$ cat src/hw/exe_ctl_pkg.sv
`default_nettype none

package exe_ctl_pkg;

    localparam int XLEN = 32;
    localparam int ILEN = 32;

    // RV32I major opcodes, instruction[6:0]
    typedef enum logic [6:0] {
        OPC_LUI      = 7'b0110111,
        OPC_AUIPC    = 7'b0010111,
        OPC_JAL      = 7'b1101111,
        OPC_JALR     = 7'b1100111,
        OPC_BRANCH   = 7'b1100011,
        OPC_LOAD     = 7'b0000011,
        OPC_STORE    = 7'b0100011,
        OPC_OP_IMM   = 7'b0010011,
        OPC_OP       = 7'b0110011,
        OPC_MISC_MEM = 7'b0001111,
        OPC_SYSTEM   = 7'b1110011
    } opcode_e;

    // Encodings as the downstream ALU expects them
    typedef enum logic [3:0] {
        ALU_AND    = 4'b0000,
        ALU_OR     = 4'b0001,
        ALU_XOR    = 4'b0010,
        ALU_ADD    = 4'b0011,
        ALU_SUB    = 4'b0100,
        ALU_PASS_B = 4'b0110,
        ALU_SLL    = 4'b0111,
        ALU_SRL    = 4'b1000,
        ALU_SRA    = 4'b1010,
        ALU_SLTU   = 4'b1011,
        ALU_SLT    = 4'b1100
    } alu_op_e;

    typedef enum logic [3:0] {
        IMM_NONE = 4'd0,
        IMM_I    = 4'd1,
        IMM_S    = 4'd2,
        IMM_B    = 4'd3,
        IMM_U    = 4'd4,
        IMM_J    = 4'd5
    } imm_sel_e;

    // Branch funct3 codes
    localparam logic [2:0] F3_BEQ  = 3'b000;
    localparam logic [2:0] F3_BNE  = 3'b001;
    localparam logic [2:0] F3_BLT  = 3'b100;
    localparam logic [2:0] F3_BGE  = 3'b101;
    localparam logic [2:0] F3_BLTU = 3'b110;
    localparam logic [2:0] F3_BGEU = 3'b111;

    // funct7 for the base and alternate (SUB, SRA) forms
    localparam logic [6:0] F7_BASE = 7'b0000000;
    localparam logic [6:0] F7_ALT  = 7'b0100000;

    typedef struct packed {
        logic     a_sel;    // 1 selects PC
        logic     b_sel;    // 1 selects immediate
        imm_sel_e imm_sel;
        alu_op_e  alu_op;
        logic     sign;
    } alu_ctl_t;

    typedef struct packed {
        logic pc_sel;       // 1 takes the ALU target
        logic br_un;
    } br_ctl_t;

    typedef struct packed {
        logic [XLEN-1:0] data_a;
        logic [XLEN-1:0] data_b;
        logic [XLEN-1:0] pc;
        logic [ILEN-1:0] instr;
    } stage_data_t;

    localparam alu_ctl_t ALU_CTL_RESET = '{
        a_sel:   1'b0,
        b_sel:   1'b1,
        imm_sel: IMM_NONE,
        alu_op:  ALU_PASS_B,
        sign:    1'b0
    };

    // Entry for FENCE, ECALL, EBREAK and anything unrecognised
    localparam alu_ctl_t ALU_CTL_NOP = '0;

endpackage

`default_nettype wire

$ cat src/hw/alu_ctl_decoder.sv
`timescale 1ns/100ps
`default_nettype none

module alu_ctl_decoder (
    input  logic [exe_ctl_pkg::ILEN-1:0] instruction,
    output exe_ctl_pkg::alu_ctl_t        alu_ctl
);
    import exe_ctl_pkg::*;

    opcode_e    opcode;
    logic [2:0] funct3;
    logic       f7_base;
    logic       f7_alt;

    assign opcode  = opcode_e'(instruction[6:0]);
    assign funct3  = instruction[14:12];
    assign f7_base = (instruction[31:25] == F7_BASE);
    assign f7_alt  = (instruction[31:25] == F7_ALT);

    function automatic alu_ctl_t entry(input logic a, input logic b, input imm_sel_e imm,
                                       input alu_op_e op, input logic s);
        alu_ctl_t e;
        e.a_sel   = a;
        e.b_sel   = b;
        e.imm_sel = imm;
        e.alu_op  = op;
        e.sign    = s;
        return e;
    endfunction

    always_comb begin
        alu_ctl = ALU_CTL_NOP;
        case (opcode)
            OPC_LUI:   alu_ctl = entry(1'b0, 1'b1, IMM_U, ALU_PASS_B, 1'b0);
            OPC_AUIPC: alu_ctl = entry(1'b1, 1'b1, IMM_U, ALU_ADD, 1'b0);
            OPC_JAL:   alu_ctl = entry(1'b1, 1'b1, IMM_J, ALU_ADD, 1'b1);
            OPC_JALR:  alu_ctl = entry(1'b0, 1'b1, IMM_I, ALU_ADD, 1'b1);
            OPC_BRANCH: begin
                // funct3 010 and 011 are not branches
                if (funct3 != 3'b010 && funct3 != 3'b011) begin
                    alu_ctl = entry(1'b0, 1'b0, IMM_B, ALU_ADD, 1'b0);
                end
            end
            OPC_LOAD: begin
                case (funct3)
                    3'b000, 3'b001, 3'b010: alu_ctl = entry(1'b0, 1'b1, IMM_I, ALU_ADD, 1'b1);
                    // LBU, LHU zero extend
                    3'b100, 3'b101:         alu_ctl = entry(1'b0, 1'b1, IMM_I, ALU_ADD, 1'b0);
                    default: ;
                endcase
            end
            OPC_STORE: begin
                case (funct3)
                    3'b000, 3'b001, 3'b010: alu_ctl = entry(1'b0, 1'b1, IMM_S, ALU_ADD, 1'b1);
                    default: ;
                endcase
            end
            OPC_OP_IMM: begin
                case (funct3)
                    3'b000: alu_ctl = entry(1'b0, 1'b1, IMM_I, ALU_ADD, 1'b1);
                    3'b010: alu_ctl = entry(1'b0, 1'b1, IMM_I, ALU_SLT, 1'b0);
                    3'b011: alu_ctl = entry(1'b0, 1'b1, IMM_I, ALU_SLTU, 1'b0);
                    3'b100: alu_ctl = entry(1'b0, 1'b1, IMM_I, ALU_XOR, 1'b1);
                    3'b110: alu_ctl = entry(1'b0, 1'b1, IMM_I, ALU_OR, 1'b1);
                    3'b111: alu_ctl = entry(1'b0, 1'b1, IMM_I, ALU_AND, 1'b1);
                    3'b001: begin
                        if (f7_base) alu_ctl = entry(1'b0, 1'b1, IMM_I, ALU_SLL, 1'b0);
                    end
                    default: begin
                        if (f7_base)     alu_ctl = entry(1'b0, 1'b1, IMM_I, ALU_SRL, 1'b0);
                        else if (f7_alt) alu_ctl = entry(1'b0, 1'b1, IMM_I, ALU_SRA, 1'b0);
                    end
                endcase
            end
            OPC_OP: begin
                case (funct3)
                    3'b000: begin
                        if (f7_base)     alu_ctl = entry(1'b0, 1'b0, IMM_NONE, ALU_ADD, 1'b0);
                        else if (f7_alt) alu_ctl = entry(1'b0, 1'b0, IMM_NONE, ALU_SUB, 1'b0);
                    end
                    3'b101: begin
                        if (f7_base)     alu_ctl = entry(1'b0, 1'b0, IMM_NONE, ALU_SRL, 1'b0);
                        else if (f7_alt) alu_ctl = entry(1'b0, 1'b0, IMM_NONE, ALU_SRA, 1'b0);
                    end
                    3'b001: if (f7_base) alu_ctl = entry(1'b0, 1'b0, IMM_NONE, ALU_SLL, 1'b0);
                    3'b010: if (f7_base) alu_ctl = entry(1'b0, 1'b0, IMM_NONE, ALU_SLT, 1'b0);
                    3'b011: if (f7_base) alu_ctl = entry(1'b0, 1'b0, IMM_NONE, ALU_SLTU, 1'b0);
                    3'b100: if (f7_base) alu_ctl = entry(1'b0, 1'b0, IMM_NONE, ALU_XOR, 1'b0);
                    3'b110: if (f7_base) alu_ctl = entry(1'b0, 1'b0, IMM_NONE, ALU_OR, 1'b0);
                    default: begin
                        if (f7_base) alu_ctl = entry(1'b0, 1'b0, IMM_NONE, ALU_AND, 1'b0);
                    end
                endcase
            end
            // MISC_MEM, SYSTEM and unknown opcodes stay NOP
            default: ;
        endcase
    end

endmodule

`default_nettype wire

$ cat src/hw/branch_resolver.sv
`timescale 1ns/100ps
`default_nettype none

module branch_resolver (
    input  logic [exe_ctl_pkg::ILEN-1:0] instruction,
    input  logic                         br_eq,
    input  logic                         br_lt,
    output exe_ctl_pkg::br_ctl_t         br_ctl
);
    import exe_ctl_pkg::*;

    opcode_e    opcode;
    logic [2:0] funct3;

    assign opcode = opcode_e'(instruction[6:0]);
    assign funct3 = instruction[14:12];

    always_comb begin
        br_ctl = '0;
        case (opcode)
            // Jumps always redirect
            OPC_JAL, OPC_JALR: br_ctl.pc_sel = 1'b1;
            OPC_BRANCH: begin
                case (funct3)
                    F3_BEQ: br_ctl.pc_sel = br_eq;
                    F3_BNE: br_ctl.pc_sel = ~br_eq;
                    F3_BLT: br_ctl.pc_sel = br_lt;
                    F3_BGE: br_ctl.pc_sel = ~br_lt;
                    F3_BLTU: begin
                        br_ctl.pc_sel = br_lt;
                        br_ctl.br_un  = 1'b1;
                    end
                    F3_BGEU: begin
                        br_ctl.pc_sel = ~br_lt;
                        br_ctl.br_un  = 1'b1;
                    end
                    default: ;
                endcase
            end
            default: ;
        endcase
    end

endmodule

`default_nettype wire

$ cat src/hw/exe_stage_reg.sv
`timescale 1ns/100ps
`default_nettype none

module exe_stage_reg (
    input  logic                     clk,
    input  logic                     rst,
    input  exe_ctl_pkg::alu_ctl_t    alu_ctl,
    input  exe_ctl_pkg::br_ctl_t     br_ctl,
    input  exe_ctl_pkg::stage_data_t stage_in,
    output exe_ctl_pkg::alu_ctl_t    ctl_q,
    output exe_ctl_pkg::br_ctl_t     br_q,
    output exe_ctl_pkg::stage_data_t stage_q
);
    import exe_ctl_pkg::*;

    always_ff @(posedge clk or posedge rst) begin
        if (rst) begin
            ctl_q   <= ALU_CTL_RESET;
            br_q    <= '0;
            stage_q <= '0;
        end else begin
            ctl_q   <= alu_ctl;
            br_q    <= br_ctl;
            stage_q <= stage_in;
        end
    end

    // Resolver output must stay aligned with the instruction it belongs to
    a_br_un_on_branch: assert property (
        @(posedge clk) disable iff (rst)
        br_q.br_un |-> (stage_q.instr[6:0] == OPC_BRANCH)
    ) else $error("br_un set for non-branch instr %h", stage_q.instr);

    a_alu_op_defined: assert property (
        @(posedge clk) disable iff (rst)
        ctl_q.alu_op inside {ALU_AND, ALU_OR, ALU_XOR, ALU_ADD, ALU_SUB, ALU_PASS_B,
                             ALU_SLL, ALU_SRL, ALU_SRA, ALU_SLTU, ALU_SLT}
    ) else $error("undefined alu_op %b", ctl_q.alu_op);

endmodule

`default_nettype wire

$ cat src/hw/exe_ctl_top.sv
`timescale 1ns/100ps
`default_nettype none

module exe_ctl_top (
    input  logic                         clk,
    input  logic                         rst,
    input  logic [exe_ctl_pkg::ILEN-1:0] instruction,
    input  exe_ctl_pkg::stage_data_t     stage_in,
    input  logic                         br_eq,
    input  logic                         br_lt,
    output exe_ctl_pkg::alu_ctl_t        ctl_q,
    output exe_ctl_pkg::br_ctl_t         br_q,
    output exe_ctl_pkg::stage_data_t     stage_q
);
    import exe_ctl_pkg::*;

    alu_ctl_t    alu_ctl;
    br_ctl_t     br_ctl;
    stage_data_t stage_d;

    // Carried instruction is the one being decoded
    assign stage_d.data_a = stage_in.data_a;
    assign stage_d.data_b = stage_in.data_b;
    assign stage_d.pc     = stage_in.pc;
    assign stage_d.instr  = instruction;

    alu_ctl_decoder alu_dec_i (
        .instruction (instruction),
        .alu_ctl     (alu_ctl)
    );

    branch_resolver br_res_i (
        .instruction (instruction),
        .br_eq       (br_eq),
        .br_lt       (br_lt),
        .br_ctl      (br_ctl)
    );

    exe_stage_reg stage_reg_i (
        .clk      (clk),
        .rst      (rst),
        .alu_ctl  (alu_ctl),
        .br_ctl   (br_ctl),
        .stage_in (stage_d),
        .ctl_q    (ctl_q),
        .br_q     (br_q),
        .stage_q  (stage_q)
    );

endmodule

`default_nettype wire

$ cat config.mk
export PLATFORM = sky130hd
export DESIGN_NAME = exe_ctl_top
export DESIGN_NICKNAME = d
export VERILOG_FILES = /design/src/hw/exe_ctl_pkg.sv /design/src/hw/alu_ctl_decoder.sv /design/src/hw/branch_resolver.sv /design/src/hw/exe_stage_reg.sv /design/src/hw/exe_ctl_top.sv
export SDC_FILE = /design/constraint.sdc
export NUM_CORES = 1
export LEC_CHECK = 0
export ABC_AREA = 1
export BUFFER_PORTS_ARGS = -buffer_cell sky130_fd_sc_hd__buf_2
export CAP_MARGIN = 20
export CELL_PAD_IN_SITES_DETAIL_PLACEMENT = 1
export CELL_PAD_IN_SITES_GLOBAL_PLACEMENT = 1
export CORE_AREA = 10 10 131 133
export CTS_CLUSTER_SIZE = 24
export DETAILED_ROUTE_END_ITERATION = 8
export DIE_AREA = 0 0 141 143
export GPL_ROUTABILITY_DRIVEN = 1
export PLACE_DENSITY = 0.76
export SLEW_MARGIN = 20
export SYNTH_ARGS = -nofsm -noshare
export SYNTH_HDL_FRONTEND = slang
export SYNTH_HIERARCHICAL = 1
export SYNTH_SLANG_ARGS = --single-unit
$ cat constraint.sdc
create_clock -name clk -period 5.2 [get_ports clk]
set_input_delay 0.52 -clock clk [delete_from_list [all_inputs] [get_ports clk]]
set_output_delay 0.52 -clock clk [all_outputs]
set_load 0.02 [all_outputs]
==> results.md <==
* Unrepaired setup endpoints after global routing: false
* Top-area cell type share of the netlist area at 82.9%
* Syn Nets at 445
* Max rail drop VDD at 0.225 mV
* Initial antenna violation count at 1
* Crit path time final at 1.61 ns
* Deepest clock path buffer count at 2
* Hold Crit Depth at 1
* N_diodes at 0
* CTS tree: done
* Critical Path End Type: primary output
* Fillers at 1641
* Post-CTS Setup Inserts at 0
* First-pass GRT wire length at 22.5 mm
* Reg clk slew, reported paths at 0.06 ns
* Num CTS Buffers at 17
* Clk root buf: clkbuf_16
* IO Port Bufs at 272
* WP buf/inv at 1
* Leak Pwr at 0.00344 uW
* Leading area contributor after synthesis: dfrtp_1
* Final Net Count at 736
* TritonCTS Sinks at 141
* Synth cell types at 21
* Power Total at 2640 uW
* Hold slack at 0.207 ns
* Syn Area/Cell at 14.8 sq um
* CP top delay family: flip-flops
* CP required at 4.68 ns
* Fmax at 0.620 GHz
* Grt total ovfl at 0
* Cell Area, Synth at 4170 sq um
* Worst path max stage delay at 0.51 ns
* Worst Hold Endpoint: stage_reg_i/stage_q[88]$_DFF_PP0_
* Share of post-route cells with drive strength above 1 at 54.9%
* Final hold viol count at 0
* Core Region at 14400 sq um
* Seq cells post-synth at 141
* DRT antenna net count at 0
* CP max FO at 1
* Max cap viols at 0
* Largest net degree at the start of global routing at 85
* Seq/Total Area, Yosys at 84.8%
* Worst slew pin tran at 0.728 ns
* Starting Density at 28.9%
* Post-cts sizing count at 0
* Vias after detailed routing at 3220
* H-tree depth at 4
* DRC violations left at 0
* Pre-Repair DR Iteration Count at 4
* Worst hold path class: in -> reg
* CP max stage cell: dfstp_2
* Critical path class: reg -> out
* Setup TNS at 0 ns
* Relative slew margins at 51.4%
* Die W at 141 um
* GRT Util Overall at 14.9%
* # setup viols final at 0
* Die ar. at 20200 sq um
* Placer congestion estimate at 0.773
* Std-Cell Rows at 44
* Setup crit start kind: register
* Synth area leaders: dfrtp_1 (83%), nand2_1 (4.4%), nand3_1 (2.2%)
* Routed wire length at 15.1 mm
* Hold Startpoint: stage_in[88]
* Fin crit share at 31.0%
* CP Cell Sequence: buf_2
* DR vias/cell at 4.19
* Fin. max-slew vios at 0
* Hold Buf Count CTS at 0
* I/O pin total at 305
* Status: finished, final reports clean
* Syn. warnings at 6
* WP data arrival at 1.09 ns
* Cells after Synth at 281
* Die extent in y at 143 um
* Area delta synth->final at 53.1%
* Initial drt markers at 93
* PwrDens at 414 nW/um^2
* Vias in the first global route at 3797
* Dpl hpwl at 12.7 mm
* Wirelength per Cell at 19.7 um
-- cells by family (layout without fill, tap and decap cells) --
| kind of cell | count (synthesis) | in the layout | synth area share, % |
|---|---|---|---|
| AOI/OAI and AO/OA | 9 | 9 | 1.29 |
| buffers and inverters | 25 | 329 | 2.34 |
| DFF | 141 | 141 | 84.8 |
| other | 1 | 1 | 0.0900 |
| and+or+nand+nor | 105 | 105 | 11.5 |
-- flip-flops by register name, summed over array words and instances (netlist names) --
name,flops
stage_reg_i/ctl_q,11
stage_reg_i/stage_q,128
stage_reg_i/br_q,2
-- cell usage after synthesis (all sizes together) --
master,number
dfrtp,138
nand2,51
nor2,27
inv,24
nand3,19
o21ai,6
nand4,4
dfstp,3
nor3,2
a21boi,1
and2,1
buf,1
conb,1
nor4,1
o2111ai,1
o21a,1
-- metal layers --
metal  part of all wire [%]  track usage, %  up-vias
li1                       -               -     1462
met1                     33            13.6     1591
met4                    2.0            6.30        0
met5                      0               0        -
met2                     58            28.6      143
met3                    7.4            5.87       24
-- power by group --
group | total, uW | internal [uW] | leakage, uW | switching, uW
combinational | 236 | 78.1 | 0.00149 | 158
sequential | 1160 | 1150 | 0.00166 | 14.0
clock | 1240 | 784 | 0.000290 | 460
total | 2640 | 2010 | 0.00344 | 632
-- layout make-up --
class                           instances  area, sq um  area share [%]
Sequential cell                       141         3530            55.4
Timing Repair Buffer                  273         1370            21.5
Multi-Input combinational cell        115          536            8.40
Clock buffer                           20          457            7.16
Tap cell                              184          230            3.61
Clock inverter                         12          160            2.51
Inverter                               24         95.1            1.49
-- placed cells by master, fill, tap and decap left out, drive strengths merged --
cell	netlist	layout
buf	1	273
dfrtp	138	138
nand2	51	51
nor2	27	27
inv	24	27
clkbuf	0	20
nand3	19	19
o21ai	6	6
nand4	4	4
clkinvlp	0	4
bufinv	0	3
dfstp	3	3
nor3	2	2
clkinv	0	2
and2	1	1
o21a	1	1
a21boi	1	1
o2111ai	1	1
nor4	1	1
conb	1	1
-- stage by stage --
step	area, sq um	setup slack (ns)	util (%)	std cells
6_report	6380	3.59	44.2	769
5_1_grt	6380	3.49	44.2	769
4_1_cts	6380	3.55	44.2	769
3_5_place_dp	5760	3.21	39.9	737
3_3_place_gp	5760	3.29	39.9	737
2_1_floorplan	4170	0.904	-	281
-- worst max-delay path by stage --
stage	from	end	slack (ns)	cells past startpoint
after floorplan	rst	stage_reg_i/br_q[0]$_DFF_PP0_	0.90	1
after global placement	rst	stage_reg_i/stage_q[109]$_DFF_PP0_	3.29	3
after detailed placement	rst	stage_reg_i/stage_q[50]$_DFF_PP0_	3.21	3
after CTS	stage_reg_i/ctl_q[9]$_DFF_PP1_	ctl_q[9]	3.55	1
after global routing	rst	stage_reg_i/stage_q[53]$_DFF_PP0_	3.49	3
final	stage_reg_i/ctl_q[9]$_DFF_PP1_	ctl_q[9]	3.59	1
(Power assumes the default switching activity.)
